[src/common/video_pkg.sv]
package video_pkg;

    // Default horizontal timing, counted in pixels
    localparam int H_VISIBLE = 640;
    localparam int H_FRONT = 16;
    localparam int H_SYNC = 96;
    localparam int H_BACK = 48;

    // Default vertical timing, counted in lines
    localparam int V_VISIBLE = 480;
    localparam int V_FRONT = 10;
    localparam int V_SYNC = 2;
    localparam int V_BACK = 33;

    // Pixel buffer entries between memory and the DAC
    localparam int FIFO_DEPTH_DEFAULT = 32;

    // One displayed pixel
    // Comes from memory word bits 31:8, red in the top byte
    typedef struct packed {
        logic [7:0] red;
        logic [7:0] green;
        logic [7:0] blue;
    } pixel_t;

endpackage

[src/common/bus_pkg.sv]
package bus_pkg;

    // I/O bus and memory bus widths
    localparam int ADDR_WIDTH = 32;
    localparam int DATA_WIDTH = 32;

    // Register byte offsets from the block base address
    localparam int REG_ENABLE = 0;
    localparam int REG_FB_BASE = 4;
    localparam int REG_FB_LENGTH = 8;

    // Beats per read burst
    // 16 words is one 64 byte request
    localparam int BURST_LEN_DEFAULT = 16;

endpackage
[src/common/mem_read_if.sv]
`timescale 1ns/1ns

// Read-only burst channel to memory
interface mem_read_if
    import bus_pkg::*;
    ();

    // Address channel, held by the master until ar_ready
    logic                  ar_valid;
    logic [ADDR_WIDTH-1:0] ar_addr;
    logic [7:0]            ar_len;
    logic                  ar_ready;

    // Read data, ar_len + 1 beats per burst and never throttled
    logic                  r_valid;
    logic [DATA_WIDTH-1:0] r_data;

    modport master(
        output ar_valid, ar_addr, ar_len,
        input ar_ready, r_valid, r_data);

    modport slave(
        input ar_valid, ar_addr, ar_len,
        output ar_ready, r_valid, r_data);

endinterface

[src/source/vga_top.sv]
`timescale 1ns/1ns

module vga_top
    import bus_pkg::*, video_pkg::*;
    #(
        parameter logic [ADDR_WIDTH-1:0] BASE_ADDRESS = '0,
        parameter int BURST_LEN = BURST_LEN_DEFAULT,
        parameter int FIFO_DEPTH = FIFO_DEPTH_DEFAULT,
        parameter int H_VISIBLE_PX = H_VISIBLE,
        parameter int H_FRONT_PX = H_FRONT,
        parameter int H_SYNC_PX = H_SYNC,
        parameter int H_BACK_PX = H_BACK,
        parameter int V_VISIBLE_LN = V_VISIBLE,
        parameter int V_FRONT_LN = V_FRONT,
        parameter int V_SYNC_LN = V_SYNC,
        parameter int V_BACK_LN = V_BACK
    )
    (
        input  logic                  clk,
        input  logic                  reset,

        // I/O bus
        input  logic                  io_write_en,
        input  logic                  io_read_en,
        input  logic [ADDR_WIDTH-1:0] io_address,
        input  logic [DATA_WIDTH-1:0] io_write_data,
        output logic [DATA_WIDTH-1:0] io_read_data,
        output logic                  frame_interrupt,

        // Burst read port to memory
        output logic                  mem_ar_valid,
        input  logic                  mem_ar_ready,
        output logic [ADDR_WIDTH-1:0] mem_ar_addr,
        output logic [7:0]            mem_ar_len,
        input  logic                  mem_r_valid,
        input  logic [DATA_WIDTH-1:0] mem_r_data,

        // DAC pins
        output logic [7:0]            vga_r,
        output logic [7:0]            vga_g,
        output logic [7:0]            vga_b,
        output logic                  vga_clk,
        output logic                  vga_blank_n,
        output logic                  vga_hs,
        output logic                  vga_vs
    );

    logic                  pixel_en;
    logic                  visible;
    logic                  start_frame;
    logic                  enable;
    logic [ADDR_WIDTH-1:0] fb_base;
    logic [DATA_WIDTH-1:0] fb_length;
    logic                  fifo_empty;
    logic                  fifo_almost_empty;
    pixel_t                fifo_in;
    pixel_t                pixel_out;

    mem_read_if mem();

    // Memory channel out to the pins
    assign mem_ar_valid = mem.ar_valid;
    assign mem_ar_addr = mem.ar_addr;
    assign mem_ar_len = mem.ar_len;
    assign mem.ar_ready = mem_ar_ready;
    assign mem.r_valid = mem_r_valid;
    assign mem.r_data = mem_r_data;

    // Alpha byte dropped
    assign fifo_in = pixel_t'(mem.r_data[31:8]);

    assign frame_interrupt = start_frame;
    assign vga_clk = pixel_en;
    assign vga_blank_n = visible;
    assign vga_r = pixel_out.red;
    assign vga_g = pixel_out.green;
    assign vga_b = pixel_out.blue;

    display_timing #(
        .H_VISIBLE_PX(H_VISIBLE_PX),
        .H_FRONT_PX(H_FRONT_PX),
        .H_SYNC_PX(H_SYNC_PX),
        .H_BACK_PX(H_BACK_PX),
        .V_VISIBLE_LN(V_VISIBLE_LN),
        .V_FRONT_LN(V_FRONT_LN),
        .V_SYNC_LN(V_SYNC_LN),
        .V_BACK_LN(V_BACK_LN)
    ) u_display_timing (
        .clk(clk),
        .reset(reset),
        .pixel_en(pixel_en),
        .visible(visible),
        .start_frame(start_frame),
        .hs(vga_hs),
        .vs(vga_vs)
    );

    display_regs #(
        .BASE_ADDRESS(BASE_ADDRESS)
    ) u_display_regs (
        .clk(clk),
        .reset(reset),
        .write_en(io_write_en),
        .read_en(io_read_en),
        .address(io_address),
        .write_data(io_write_data),
        .read_data(io_read_data),
        .enable(enable),
        .fb_base(fb_base),
        .fb_length(fb_length)
    );

    dma_fetch #(
        .BURST_LEN(BURST_LEN)
    ) u_dma_fetch (
        .clk(clk),
        .reset(reset),
        .start_frame(start_frame),
        .enable(enable),
        .fifo_room(fifo_almost_empty),
        .fb_base(fb_base),
        .fb_length(fb_length),
        .mem(mem.master)
    );

    // Flushed at each frame start so an underrun cannot carry over
    pixel_fifo #(
        .FIFO_DEPTH(FIFO_DEPTH),
        .BURST_LEN(BURST_LEN)
    ) u_pixel_fifo (
        .clk(clk),
        .reset(reset),
        .flush(start_frame),
        .enqueue(mem.r_valid),
        .value_in(fifo_in),
        .dequeue(pixel_en && visible && !fifo_empty),
        .value_out(pixel_out),
        .empty(fifo_empty),
        .almost_empty(fifo_almost_empty)
    );

endmodule

[src/source/pixel_fifo.sv]
`timescale 1ns/1ns

module pixel_fifo
    import video_pkg::*;
    #(
        parameter int FIFO_DEPTH = FIFO_DEPTH_DEFAULT,
        parameter int BURST_LEN = 16
    )
    (
        input  logic   clk,
        input  logic   reset,
        input  logic   flush,
        input  logic   enqueue,
        input  pixel_t value_in,
        input  logic   dequeue,
        output pixel_t value_out,
        output logic   empty,
        output logic   almost_empty
    );

    localparam int PTR_W = $clog2(FIFO_DEPTH);
    localparam int CNT_W = $clog2(FIFO_DEPTH + 1);

    pixel_t           storage[FIFO_DEPTH];
    logic [PTR_W-1:0] rd_ptr;
    logic [PTR_W-1:0] wr_ptr;
    logic [CNT_W-1:0] count;

    assign empty = (count == '0);

    // Room for one more whole burst
    assign almost_empty = int'(count) <= FIFO_DEPTH - BURST_LEN;

    // Pointers and occupancy
    always_ff @(posedge clk, posedge reset)
    begin
        if (reset)
        begin
            rd_ptr <= '0;
            wr_ptr <= '0;
            count <= '0;
        end
        else if (flush)
        begin
            rd_ptr <= '0;
            wr_ptr <= '0;
            count <= '0;
        end
        else
        begin
            if (enqueue)
                wr_ptr <= (int'(wr_ptr) == FIFO_DEPTH - 1) ? '0 : wr_ptr + 1'b1;
            if (dequeue)
                rd_ptr <= (int'(rd_ptr) == FIFO_DEPTH - 1) ? '0 : rd_ptr + 1'b1;
            if (enqueue && !dequeue)
                count <= count + 1'b1;
            else if (dequeue && !enqueue)
                count <= count - 1'b1;
        end
    end

    // Storage and the output register
    // Head word moves out on the dequeue edge
    always_ff @(posedge clk)
    begin
        if (enqueue)
            storage[wr_ptr] <= value_in;
        if (dequeue)
            value_out <= storage[rd_ptr];
    end

endmodule

[src/source/dma_fetch.sv]
`timescale 1ns/1ns

module dma_fetch
    import bus_pkg::*;
    #(
        parameter int BURST_LEN = BURST_LEN_DEFAULT
    )
    (
        input  logic                  clk,
        input  logic                  reset,
        input  logic                  start_frame,
        input  logic                  enable,
        input  logic                  fifo_room,
        input  logic [ADDR_WIDTH-1:0] fb_base,
        input  logic [DATA_WIDTH-1:0] fb_length,
        mem_read_if.master            mem
    );

    typedef enum logic [1:0] {
        STATE_WAIT_FRAME,
        STATE_WAIT_SPACE,
        STATE_ISSUE_ADDR,
        STATE_BURST_ACTIVE
    } dma_state_t;

    dma_state_t            state;
    logic [7:0]            beat_count;
    logic [ADDR_WIDTH-1:0] fetch_addr;
    logic [DATA_WIDTH-1:0] pixel_count;
    logic [DATA_WIDTH-1:0] next_pixel_count;
    logic                  last_beat;

    // Pixels fetched once the current burst lands
    assign next_pixel_count = pixel_count + DATA_WIDTH'(BURST_LEN);
    assign last_beat = mem.r_valid && (int'(beat_count) == BURST_LEN - 1);

    always_ff @(posedge clk, posedge reset)
    begin
        if (reset)
        begin
            state <= STATE_WAIT_FRAME;
            beat_count <= '0;
            fetch_addr <= '0;
            pixel_count <= '0;
        end
        else
        begin
            unique case (state)
                // Idle until the next vertical blank starts a fetch
                // Also recovers after an underrun since the FIFO flushes here
                STATE_WAIT_FRAME:
                begin
                    if (start_frame && enable)
                    begin
                        state <= STATE_ISSUE_ADDR;
                        fetch_addr <= fb_base;
                        pixel_count <= '0;
                    end
                end

                // Hold off until a whole burst fits in the FIFO
                STATE_WAIT_SPACE:
                begin
                    if (fifo_room)
                        state <= STATE_ISSUE_ADDR;
                end

                // Request stays on the bus until accepted
                STATE_ISSUE_ADDR:
                begin
                    if (mem.ar_ready)
                        state <= STATE_BURST_ACTIVE;
                end

                // Room is judged again once the last beat sits in the FIFO
                STATE_BURST_ACTIVE:
                begin
                    if (last_beat)
                    begin
                        beat_count <= '0;
                        fetch_addr <= fetch_addr + ADDR_WIDTH'(BURST_LEN * 4);
                        pixel_count <= next_pixel_count;
                        if (next_pixel_count >= fb_length || !enable)
                            state <= STATE_WAIT_FRAME;
                        else
                            state <= STATE_WAIT_SPACE;
                    end
                    else if (mem.r_valid)
                        beat_count <= beat_count + 8'd1;
                end

                default:
                    state <= STATE_WAIT_FRAME;
            endcase
        end
    end

    assign mem.ar_valid = (state == STATE_ISSUE_ADDR);
    assign mem.ar_addr = fetch_addr;
    assign mem.ar_len = 8'(BURST_LEN - 1);

endmodule

[src/source/display_regs.sv]
`timescale 1ns/1ns

module display_regs
    import bus_pkg::*;
    #(
        parameter logic [ADDR_WIDTH-1:0] BASE_ADDRESS = '0
    )
    (
        input  logic                  clk,
        input  logic                  reset,
        input  logic                  write_en,
        input  logic                  read_en,
        input  logic [ADDR_WIDTH-1:0] address,
        input  logic [DATA_WIDTH-1:0] write_data,
        output logic [DATA_WIDTH-1:0] read_data,
        output logic                  enable,
        output logic [ADDR_WIDTH-1:0] fb_base,
        output logic [DATA_WIDTH-1:0] fb_length
    );

    // Absolute register addresses
    localparam logic [ADDR_WIDTH-1:0] ENABLE_ADDR = BASE_ADDRESS + ADDR_WIDTH'(REG_ENABLE);
    localparam logic [ADDR_WIDTH-1:0] BASE_ADDR = BASE_ADDRESS + ADDR_WIDTH'(REG_FB_BASE);
    localparam logic [ADDR_WIDTH-1:0] LENGTH_ADDR = BASE_ADDRESS + ADDR_WIDTH'(REG_FB_LENGTH);

    always_ff @(posedge clk, posedge reset)
    begin
        if (reset)
        begin
            enable <= 1'b0;
            fb_base <= '0;
            fb_length <= '0;
        end
        else if (write_en)
        begin
            case (address)
                ENABLE_ADDR: enable <= write_data[0];
                BASE_ADDR: fb_base <= write_data;
                LENGTH_ADDR: fb_length <= write_data;
                default: ;
            endcase
        end
    end

    // Readback, zero when idle or unmapped
    always_comb
    begin
        read_data = '0;
        if (read_en)
        begin
            case (address)
                ENABLE_ADDR: read_data = DATA_WIDTH'(enable);
                BASE_ADDR: read_data = fb_base;
                LENGTH_ADDR: read_data = fb_length;
                default: read_data = '0;
            endcase
        end
    end

endmodule

[src/timing/display_timing.sv]
`timescale 1ns/1ns

module display_timing
    import video_pkg::*;
    #(
        parameter int H_VISIBLE_PX = H_VISIBLE,
        parameter int H_FRONT_PX = H_FRONT,
        parameter int H_SYNC_PX = H_SYNC,
        parameter int H_BACK_PX = H_BACK,
        parameter int V_VISIBLE_LN = V_VISIBLE,
        parameter int V_FRONT_LN = V_FRONT,
        parameter int V_SYNC_LN = V_SYNC,
        parameter int V_BACK_LN = V_BACK
    )
    (
        input  logic clk,
        input  logic reset,
        output logic pixel_en,
        output logic visible,
        output logic start_frame,
        output logic hs,
        output logic vs
    );

    // Line and frame lengths
    localparam int H_TOTAL = H_VISIBLE_PX + H_FRONT_PX + H_SYNC_PX + H_BACK_PX;
    localparam int V_TOTAL = V_VISIBLE_LN + V_FRONT_LN + V_SYNC_LN + V_BACK_LN;

    // Sync windows include the start and exclude the end
    localparam int H_SYNC_START = H_VISIBLE_PX + H_FRONT_PX;
    localparam int H_SYNC_END = H_SYNC_START + H_SYNC_PX;
    localparam int V_SYNC_START = V_VISIBLE_LN + V_FRONT_LN;
    localparam int V_SYNC_END = V_SYNC_START + V_SYNC_LN;

    localparam int H_CW = $clog2(H_TOTAL);
    localparam int V_CW = $clog2(V_TOTAL);

    logic [H_CW-1:0] h_count;
    logic [V_CW-1:0] v_count;

    // Pixel clock enable at half of clk
    always_ff @(posedge clk, posedge reset)
    begin
        if (reset)
            pixel_en <= 1'b0;
        else
            pixel_en <= !pixel_en;
    end

    // Column counter with the line counter stepping on each wrap
    // Out of reset the count sits on the last blanked line
    always_ff @(posedge clk, posedge reset)
    begin
        if (reset)
        begin
            h_count <= '0;
            v_count <= V_CW'(V_TOTAL - 1);
        end
        else if (pixel_en)
        begin
            if (int'(h_count) == H_TOTAL - 1)
            begin
                h_count <= '0;
                if (int'(v_count) == V_TOTAL - 1)
                    v_count <= '0;
                else
                    v_count <= v_count + 1'b1;
            end
            else
                h_count <= h_count + 1'b1;
        end
    end

    assign visible = (int'(h_count) < H_VISIBLE_PX) && (int'(v_count) < V_VISIBLE_LN);

    // Both syncs active low
    assign hs = !((int'(h_count) >= H_SYNC_START) && (int'(h_count) < H_SYNC_END));
    assign vs = !((int'(v_count) >= V_SYNC_START) && (int'(v_count) < V_SYNC_END));

    // First pixel of the first blanked line
    assign start_frame = pixel_en && (h_count == '0) && (int'(v_count) == V_VISIBLE_LN);

endmodule

[config.mk]
export PLATFORM = sky130hd
export DESIGN_NAME = vga_top
export DESIGN_NICKNAME = d
export VERILOG_FILES = /design/src/common/video_pkg.sv /design/src/common/bus_pkg.sv /design/src/common/mem_read_if.sv /design/src/source/vga_top.sv /design/src/source/pixel_fifo.sv /design/src/source/dma_fetch.sv /design/src/source/display_regs.sv /design/src/timing/display_timing.sv
export SDC_FILE = /design/constraint.sdc
export NUM_CORES = 1
export LEC_CHECK = 0
export BUFFER_PORTS_ARGS = -buffer_cell sky130_fd_sc_hd__buf_4
export CAP_MARGIN = 20
export CORE_MARGIN = 2
export CORE_UTILIZATION = 30
export CTS_CLUSTER_DIAMETER = 100
export CTS_CLUSTER_SIZE = 25
export DETAILED_ROUTE_END_ITERATION = 8
export PLACE_DENSITY = 0.54
export SYNTH_ARGS = -nofsm -noshare
export SYNTH_HDL_FRONTEND = slang
export SYNTH_SLANG_ARGS = --single-unit
[constraint.sdc]
create_clock -name clk -period 6.5 [get_ports clk]
set_input_delay 0.325 -clock clk [delete_from_list [all_inputs] [get_ports clk]]
set_output_delay 0.325 -clock clk [all_outputs]
set_load 0.01 [all_outputs]
==> impl_metrics.yaml, run 1 <==
yosys:
  async_reset_ff_share_pct: 17.8
  synthSimpleGateAreaFrac_pct: 5.38
  synth_top_family_by_area: "multiplexers"
  syn_inst: 2473
  avgSynthCellArea_um2: 16.3
  synth-seq-area-share_pct: 69.6
  synthAdderAreaFrac_pct: 1.63
  netlist_area_um2: 40400
  muxShareOfSynthArea_pct: 12.9
  synth_enable_flop_cells: 792
  synth_xor_area_share_pct: 1.04
  yosysTopAreaCell: "edfxtp_1"
  ys_ff_latch: 964
  yosys_warnings: 0
  synth_compound_gate_area_share_pct: 7.26
  yosys-top-cells-area: "edfxtp_1, dfrtp_1, mux4_2"
  synth_cell_type_count: 82
  synthFlopType: "edfxtp_1"
  post-synth-top-area-fraction_pct: 58.9
hold_path:
  holdPathStages: 3
  worstHoldPathType: "in -> reg"
sta:
  finClkSkew_ps: 64.4
  worst_pin_slew_ps: 1060
  finalMaxSlewViolations: 0
  period_share_pct: 57.2
  setup_tns_ps: 0
  relSlewSlack_pct: 29.6
  fin_crit_ps: 3720
  hold_violations: 0
  fmax_ghz: 0.269
  rsz0062_at_grt: "no"
  setup_violations: 0
pwr:
  p_leak_nw: 15.6
  powerDensity_nw_per_um2: 343
  ir_worst_vdd_v: 0.000277
detailed_routing:
  vias_per_cell: 5.08
  wl_per_cell_um: 23.6
  num_vias: 22686
  drt_iter0_drc: 1853
  antenna_left: 0
  wl_um: 105000
  drc_errors: 0
  dr.pass1.iters: 5
place:
  placed_cell_area_um2: 44100
  gp_congestion: 0.780
  portBuffers: 187
  detailed_place_hpwl_um: 61700
  placed_cells: 4348
layout:
  final_common_cell: "edfxtp_1"
  final_area_um2: 46100
  fillers: 12835
  final_cell_mix: "edfxtp_1, buf_4, dfrtp_1, mux2i_1, mux4_2"
  fin_nets: 2836
  final_util_pct: 34.6
  fin_cells: 4469
  drive_above_1_share_pct: 21.2
  synthToLayoutAreaGrowth_pct: 14.2
global_routing:
  grt_usage_pct: 15.1
  grt_max_degree: 105
  overflow: 0
  antenna_found_initial: 6
  grt_pass1_wl_um: 154000
  grt_pass1_vias: 22821
clock_tree:
  cts.sinks: 964
  cts_setup_buffers: 0
  cts_buffers: 48
  clkTransAtPathRegs_ps: 100
  htreeDepth: 2
  cts_resized: 0
  clockRootBuffer: "clkbuf_16"
  worstSkewPairLatency_ps: 690
  hold_buffers: 51
  cts_tree: "done"
  clk_path_buf_depth: 3
die:
  core-area_um2: 133000
  die_area_um2: 138000
  num_rows: 134
  die_h_um: 371
  fp.dieW_um: 371
  start_util_pct: 30.3
  io_pins: 204
setup_path:
  crit_path_top_delay_cell: "nor4_4"
  slowest_delay_ps: 640
  crit_required_ps: 7070
  path_depth: 11
  cp_num_buf_inv: 0
  cp-end-kind: "flip-flop"
  crit_family: "simple AND/OR/NAND/NOR gates"
  cp-start-kind: "flip-flop"
  arrival_ps: 4290
  crit_type: "reg -> reg"
  reg2reg_depth: 11
  cp_cell_sequence: "ha_1 > nand4_1 > nor4_4 > nand2_1 > xnor2_1 > ha_1 > nand4_1 > nor3_1 > nor4b_1 > nor3_1 > o32a_1"
  cp_max_fo: 10
  ff2ff_setup_slack_ps: 2780
run_status:
  status: "completed"
run:
  cap_viol_max_count: 0
## cell families (layout without fill, tap and decap cells)
logic type | after synthesis | count (layout)
flip-flops | 964 | 964
AO/OA/AOI/OAI | 432 | 432
AND/OR/NAND/NOR | 427 | 427
multiplexers | 351 | 351
buffers and inverters | 199 | 420
adder cells (fa/ha/maj) | 52 | 52
XOR/XNOR | 46 | 46
other | 2 | 9
## registers in the layout, indices dropped and copies added (netlist names), 10 cells and up
signal,count
u_display_regs.fb_base,32
u_display_regs.fb_length,32
u_display_timing.h_count,10
u_display_timing.v_count,10
u_dma_fetch.mem.ar_addr,32
u_dma_fetch.pixel_count,28
u_pixel_fifo.storage,768
u_pixel_fifo.value_out,24
## power breakdown
part           switching, mW  leakage [nW]  internal (mW)
clock network           2.06         0.716           1.49
registers              0.445          9.46           7.11
logic                   2.87          5.45           1.84
## per-stage QoR
step / total power [mW] / worst slack [ps] / hold WS [ps]
6_report: 15.8 / 2780 / 52.2
5_1_grt: 16.6 / 2480 / 20.2
4_1_cts: 16.0 / 2710 / 0.274
3_5_place_dp: 12.4 / 2730 / 431
3_3_place_gp: 12.4 / 2800 / 433
2_1_floorplan: 10.7 / 1520 / 424
## routing by layer
metal  wire length [µm]  vias to the layer above  share of wire (%)  track usage (%)
met4               2470                        0                2.3             3.73
met2              52500                      652                 50             26.0
met5                  0                        -                  0                0
met3               5680                      125                5.4             2.21
met1              44700                    11752                 42             20.0
li1                   -                    10157                  -                -
## worst register-to-register path, stage by stage, from the launching register on
cell and delay [ps]:
dfrtp_1 430, ha_1 310, nand4_1 260, nor4_4 640, nand2_1 180, xnor2_1 160
ha_1 290, nand4_1 210, nor3_1 340, nor4b_1 280, nor3_1 130, o32a_1 370
## layout make-up
cell class | instances | area (µm²) | share of cell area [%]
diodes | 1 | 2.50 | 0.00542
clock buffers | 54 | 1220 | 2.65
clock inverters | 14 | 278 | 0.602
inverters | 56 | 215 | 0.467
multi-input cells | 1316 | 11700 | 25.3
flip-flops and latches | 964 | 28100 | 60.9
well taps | 1768 | 2210 | 4.80
repair buffers | 296 | 2410 | 5.23
## synthesized netlist by cell type, types with 54 or more instances
cell        n
nand3_1    54
clkbuf_1   71
nor2_1    112
edfxtp_1  792
o221ai_1   73
o22ai_1    59
mux4_2    120
inv_1      55
a21oi_1    76
nand2_1    98
o21ai_0    73
dfrtp_1   169
mux2i_1   157
## worst paths after layout
path                                                   startpoint                                  endpoint
max                        u_dma_fetch.pixel_count[4]$_DFFE_PP0P_          u_dma_fetch.state[0]$_DFFE_PP0P_
min reg2reg                 u_dma_fetch.beat_count[7]$_DFFE_PP0P_     u_dma_fetch.beat_count[7]$_DFFE_PP0P_
max reg2reg                u_dma_fetch.pixel_count[4]$_DFFE_PP0P_          u_dma_fetch.state[0]$_DFFE_PP0P_
max in group asynchronous                                   reset  u_display_regs.fb_length[26]$_DFFE_PP0P_
min in group asynchronous                                   reset     u_display_regs.fb_base[0]$_DFFE_PP0P_
min                                                   mem_r_valid     u_dma_fetch.beat_count[2]$_DFFE_PP0P_
(Power assumes the default switching activity.)
==> run 2: changes to the inputs <==
ABC_AREA = 1   (was not set)
PLACE_DENSITY = 0.55   (was 0.54)
clock period = 3.1 ns   (was 6.5 ns; I/O delays follow)
==> run 2 against run 1 <==
Compared with the run above:
- worst setup slack got worse by 2500 ps
- critical path depth grew 6
- cell count increased by 28%
- first-iteration DRC count rose by 57%
- via count increased by 24%
- largest cell class unchanged
- sequential power grew 110%
- clock skew decreased by 27 ps
- power increased by 120%
- worst hold slack worse by 11 ps
- utilization decreased by 0.079 points
- synthesized cell count up 50%
==> impl_metrics.yaml, run 2 <==
run_status:
  status: "completed"
setup_path:
  slowest_delay_ps: 390
  arrival_ps: 3470
  reg2reg_depth: 17
  critPathMostFrequentCell: "nand2_1"
  cp_cell_sequence: "inv_1 > nor3_1 > nand2_1 > nor2_1 > nand2_1 > xor2_1 > inv_1 > ha_1 > nand2_1 > nand2_1 > nand2_1 > nand2_1 > nand2_1 > nand2_1 > a21oi_1 > nand4_1 > a21oi_1"
  cp_max_fo: 3
  ff2ff_setup_slack_ps: 240
  timing.rr.end: "u_dma_fetch.state[0]$_DFFE_PP0P_"
  cp-start-kind: "flip-flop"
  cp-end-kind: "flip-flop"
  crit_required_ps: 3700
  crit_type: "reg -> reg"
  r2r-start: "u_dma_fetch.pixel_count[7]$_DFFE_PP0P_"
  crit_path_top_delay_cell: "dfrtp_1"
yosys:
  syn_inst: 3721
  synth_xor_area_share_pct: 0.822
  synth_common_cells: "nand2_1, edfxtp_1, o21ai_0, nor2_1, inv_1"
  ys_ff_latch: 964
  synth_top_family_by_area: "simple AND/OR/NAND/NOR gates"
  avgSynthCellArea_um2: 11.2
  synth_compound_gate_area_share_pct: 10.0
  yosys-top-cells-area: "edfxtp_1, dfrtp_1, nand2_1"
  synth_cell_type_count: 49
  synthSimpleGateAreaFrac_pct: 13.2
  yosysTopAreaCell: "edfxtp_1"
  async_reset_ff_share_pct: 17.8
  muxShareOfSynthArea_pct: 2.31
  post-synth-top-area-fraction_pct: 57.2
  synth_enable_flop_cells: 792
  synth-seq-area-share_pct: 67.6
  synthMostInstantiatedCell: "nand2_1"
  yosys_warnings: 0
  netlist_area_um2: 41600
  synthAdderAreaFrac_pct: 1.58
  synthFlopType: "edfxtp_1"
detailed_routing:
  drt_iter0_drc: 2910
  antenna_left: 0
  num_vias: 28174
  dr.pass1.iters: 6
  wl_per_cell_um: 20.6
  drc_errors: 0
  wl_um: 118000
  vias_per_cell: 4.91
place:
  gp_congestion: 0.824
  detailed_place_hpwl_um: 70500
  portBuffers: 187
layout:
  drive_above_1_share_pct: 10.4
  final_common_cell: "nand2_1"
  regMostFlops: "u_pixel_fifo.storage"
  fin_nets: 4079
  largest_reg_flops: 768
  synthToLayoutAreaGrowth_pct: 14.1
  final_cell_mix: "nand2_1, edfxtp_1, o21ai_0, nor2_1, buf_4"
sta:
  worst_pin_slew_ps: 869
  fmax_ghz: 0.349
  rsz0062_at_grt: "no"
  finalMaxSlewViolations: 0
  finClkSkew_ps: 37.7
  setup_tns_ps: 0
  setup_violations: 0
  relSlewSlack_pct: 42.0
  hold_violations: 0
  period_share_pct: 92.4
  fin_crit_ps: 2860
die:
  core-area_um2: 137000
  die_area_um2: 142000
  fp.dieW_um: 376
  start_util_pct: 30.2
  io_pins: 204
  num_rows: 136
  die_h_um: 376
pwr:
  powerDensity_nw_per_um2: 749
  p_leak_nw: 17.7
  ir_worst_vdd_v: 0.000785
  finalPower_mw: 35.5
clock_tree:
  worstSkewPairLatency_ps: 680
  cts.sinks: 964
  htreeDepth: 2
  cts_buffers: 45
  cts_tree: "done"
  clk_path_buf_depth: 3
  cts_setup_buffers: 0
  clockRootBuffer: "clkbuf_16"
  cts_resized: 0
  clkTransAtPathRegs_ps: 100
global_routing:
  antenna_found_initial: 9
  grt_pass1_wl_um: 175000
  grt_max_degree: 108
  grt_pass1_vias: 26814
  overflow: 0
  grt_usage_pct: 16.4
run:
  cap_viol_max_count: 0
hold_path:
  worstHoldPathType: "in -> async"
==> run 2: kinds of logic (layout without fill, tap and decap cells) <==
kind of cell | Yosys count | in the layout
DFF | 964 | 964
AOI/OAI and AO/OA | 757 | 757
muxes | 96 | 96
adders and majority gates | 52 | 52
other | 2 | 17
and+or+nand+nor | 1364 | 1364
buffers and inverters | 447 | 658
xor gates and xnor gates | 39 | 39
==> run 2: power by group <==
group / switching (mW) / total (mW) / internal [mW]
clock network: 4.11 / 6.84 / 2.73
registers: 0.681 / 15.7 / 15.0
logic: 8.92 / 13.0 / 4.03
total: 13.7 / 35.5 / 21.8
==> run 2: worst max-delay path: cells and delay by family (launching register included) <==
family	cells	cell delay, ps
compound gates	2	290
xor+xnor	1	280
fa+ha+maj	1	290
buf+inv	2	170
flops	1	390
simple gates	11	1380
==> run 2: final cells by class <==
| type | count | area, µm² |
|---|---|---|
| Sequential cell | 964 | 28100 |
| Fill cell | 13649 | 90100 |
| Tap cell | 1794 | 2240 |
| Clock inverter | 8 | 115 |
| Inverter | 254 | 968 |
| Multi-Input combinational cell | 2316 | 11800 |
| Clock buffer | 52 | 1160 |
| Antenna cell | 9 | 22.5 |
| Timing Repair Buffer | 344 | 3030 |
==> run 2: metal layers <==
layer  global-route usage, %  vias up  routed length [µm]
li1                        -    13282                   -
met1                    22.8    13951               53100
met2                    26.7      774               55100
met3                    2.26      163                6830
met4                    4.63        4                3170
met5                       0        -                  27
==> run 2: what timing repair did <==
| action | CTS | global route |
|---|---|---|
| endpoints found under the hold margin | 856 | 0 |
| hold buffers | 64 | 0 |
| setup endpoints to repair | 0 | 0 |
==> run 2: metrics by stage <==
| stage | instance area (µm²) | cells | hold WS [ps] | utilization, % | setup slack, ps |
|---|---|---|---|---|---|
| 3_5_place_dp | 45500 | 5608 | 192 | 33.1 | 332 |
| 2_1_floorplan | 41600 | 3727 | 254 | - | 751 |
| 5_1_grt | 47400 | 5736 | 67.5 | 34.5 | 69.1 |
| 3_3_place_gp | 45500 | 5608 | 185 | 33.1 | 358 |
| 4_1_cts | 47400 | 5732 | 0.905 | 34.5 | 323 |
| 6_report | 47400 | 5741 | 41.2 | 34.5 | 235 |
==> run 2: worst max path at each step <==
stage,endpoint,startpoint,cells after the start
global placement,u_dma_fetch.state[0]$_DFFE_PP0P_,u_dma_fetch.pixel_count[7]$_DFFE_PP0P_,17
detailed placement,u_dma_fetch.state[0]$_DFFE_PP0P_,u_dma_fetch.pixel_count[7]$_DFFE_PP0P_,17
CTS,u_dma_fetch.state[0]$_DFFE_PP0P_,u_dma_fetch.pixel_count[7]$_DFFE_PP0P_,17
global route,u_dma_fetch.state[0]$_DFFE_PP0P_,u_dma_fetch.pixel_count[5]$_DFFE_PP0P_,17
floorplan,u_display_regs.enable$_DFFE_PP0P_,reset,1
finish,u_dma_fetch.state[0]$_DFFE_PP0P_,u_dma_fetch.pixel_count[7]$_DFFE_PP0P_,17
==> run 3: changes to the inputs <==
ABC_AREA = not set   (was 1)
==> run 3 against run 2 <==
Compared with the run above:
- design area fell by 0.10%
- worst setup slack got worse by 91 ps
- global-route usage fell by 1.1 points
- count of clock-buffer cells in the layout rose by 14
- wire length fell by 10%
- sequential power barely moved
- first-iteration DRC count fell by 32%
- cell count fell by 20%
- non-clock buffer count rose by 61
- via count fell by 18%
- critical path depth fell by 5
- register-to-register slack got worse by 90 ps
- critical endpoint unchanged
==> impl_metrics.yaml, run 3 (synthesis results as in run 1) <==
clock_tree:
  cts.sinks: 964
  clkTransAtPathRegs_ps: 110
  cts_buffers: 49
  cts_tree: "done"
  clk_path_buf_depth: 3
  clockRootBuffer: "clkbuf_16"
  htreeDepth: 2
  worstSkewPairLatency_ps: 680
global_routing:
  grt_pass1_wl_um: 157000
  grt_max_degree: 86
  grt_usage_pct: 15.3
  overflow: 0
  antenna_found_initial: 4
  grt_pass1_vias: 23487
sta:
  finClkSkew_ps: 49.6
  relSlewSlack_pct: 33.8
  hold_violations: 0
  period_share_pct: 95.3
  worst_pin_slew_ps: 993
  setup_tns_ps: 0
  fmax_ghz: 0.338
  fin_crit_ps: 2960
  finalMaxSlewViolations: 0
  holdWs_ps: 105
  setup_violations: 0
detailed_routing:
  wl_per_cell_um: 23.1
  num_vias: 23080
  dr.pass1.iters: 5
  wl_um: 106000
  vias_per_cell: 5.03
  antenna_left: 0
  drc_errors: 0
  drt_iter0_drc: 1972
layout:
  fin_cells: 4589
  synthToLayoutAreaGrowth_pct: 17.3
  largest_reg_flops: 768
  regMostFlops: "u_pixel_fifo.storage"
  final_common_cell: "edfxtp_1"
  fin_nets: 2946
  final_cell_mix: "edfxtp_1, buf_4, dfrtp_1, mux2i_1, mux4_2"
  drive_above_1_share_pct: 24.2
  fillers: 12707
setup_path:
  slowest_delay_ps: 430
  crit_family: "simple AND/OR/NAND/NOR gates"
  cp_cell_sequence: "ha_2 > nand4_1 > or3_4 > or2_4 > xnor2_1 > ha_1 > nand4_1 > nor3_2 > buf_4 > a2111o_1 > nor3_2 > o32a_1"
  arrival_ps: 3530
  crit_type: "reg -> reg"
  crit_path_top_delay_cell: "or3_4"
  cp_max_fo: 3
  cp-end-kind: "flip-flop"
  cp-start-kind: "flip-flop"
  crit_required_ps: 3670
  cp_num_buf_inv: 1
  r2r-start: "u_dma_fetch.pixel_count[5]$_DFFE_PP0P_"
  crit_start: "u_dma_fetch.pixel_count[5]$_DFFE_PP0P_"
run_status:
  status: "completed"
die:
  fp.dieW_um: 371
  die_area_um2: 138000
  core-area_um2: 133000
  io_pins: 204
  num_rows: 134
  start_util_pct: 30.3
  die_h_um: 371
pwr:
  finalPower_mw: 34.0
  clockPowerShare_pct: 22.0
  ir_worst_vdd_v: 0.000518
  p_leak_nw: 16.3
  powerDensity_nw_per_um2: 718
  internal_power_mw: 22.5
  comb_power_share_pct: 31.9
  switching_share_pct: 33.8
  p_seq_share_pct: 46.0
  power_switching_mw: 11.5
place:
  portBuffers: 187
  detailed_place_hpwl_um: 67600
  gp_congestion: 0.802
  placed_cells: 4446
hold_path:
  worstHoldPathType: "in -> async"
run:
  cap_viol_max_count: 0
-- run 3: worst paths after layout --
path	endpoint	slack, ps	depth (start not counted)
worst max-delay path	u_dma_fetch.state[0]$_DFFE_PP0P_	140	12
worst min-delay path	u_display_regs.fb_base[2]$_DFFE_PP0P_	110	3
worst max register to register	u_dma_fetch.state[0]$_DFFE_PP0P_	140	12
worst min register to register	u_dma_fetch.beat_count[7]$_DFFE_PP0P_	490	1
max in group asynchronous	u_display_regs.fb_base[12]$_DFFE_PP0P_	2200	4
min in group clk	u_display_regs.fb_length[7]$_DFFE_PP0P_	150	3
-- run 3: timing repair --
item,CTS,global route
gates resized for setup,2,11
pin swaps,0,8
hold endpoints to repair,956,0
endpoints found under the setup margin,1,1
buffers inserted,0,1
hold buffers,62,0
-- run 3: layout make-up --
| type | count | area [µm²] | share of cell area, % |
|---|---|---|---|
| Antenna cell | 2 | 5.00 | 0.0106 |
| Timing Repair Buffer | 405 | 3570 | 7.55 |
| Tap cell | 1768 | 2210 | 4.67 |
| Sequential cell | 964 | 28100 | 59.3 |
| Clock buffer | 66 | 1320 | 2.79 |
| Clock inverter | 12 | 213 | 0.449 |
| Inverter | 56 | 214 | 0.452 |
| Multi-Input combinational cell | 1316 | 11700 | 24.8 |
-- run 3: metrics by stage --
| stage | instance area [µm²] | setup slack, ps | util [%] |
|---|---|---|---|
| final | 47400 | 144 | 35.5 |
| after global routing | 47400 | -34.9 | 35.5 |
| after CTS | 47300 | 4.76 | 35.4 |
| after detailed placement | 45100 | -88.8 | 33.8 |
| after global placement | 45100 | -19.3 | 33.8 |
| after floorplan | 40400 | 51.7 | - |
-- run 3: layer usage --
metal	up-vias	share of wire, %	global-route usage [%]
met3	98	5.3	2.13
met4	0	1.8	3.40
met2	563	50	26.3
li1	10407	-	-
met1	12012	43	20.4
met5	-	0	0
-- run 3: worst reg2reg max path: cells and delay by family (launching register included) --
| family | cells | cell delay (ps) |
|---|---|---|
| xor+xnor | 1 | 120 |
| simple gates | 6 | 1290 |
| flops | 1 | 370 |
| buf+inv | 1 | 140 |
| fa+ha+maj | 2 | 460 |
| compound gates | 2 | 490 |
-- run 3: power by group through the flow --
stage | sequential [mW] | clock [mW] | combinational, mW
floorplan | 15.6 | 0 | 6.77
global placement | 15.9 | 0 | 10.8
detailed placement | 15.9 | 0 | 10.9
CTS | 15.6 | 7.76 | 11.0
global route | 15.8 | 8.17 | 11.8
finish | 15.7 | 7.48 | 10.9
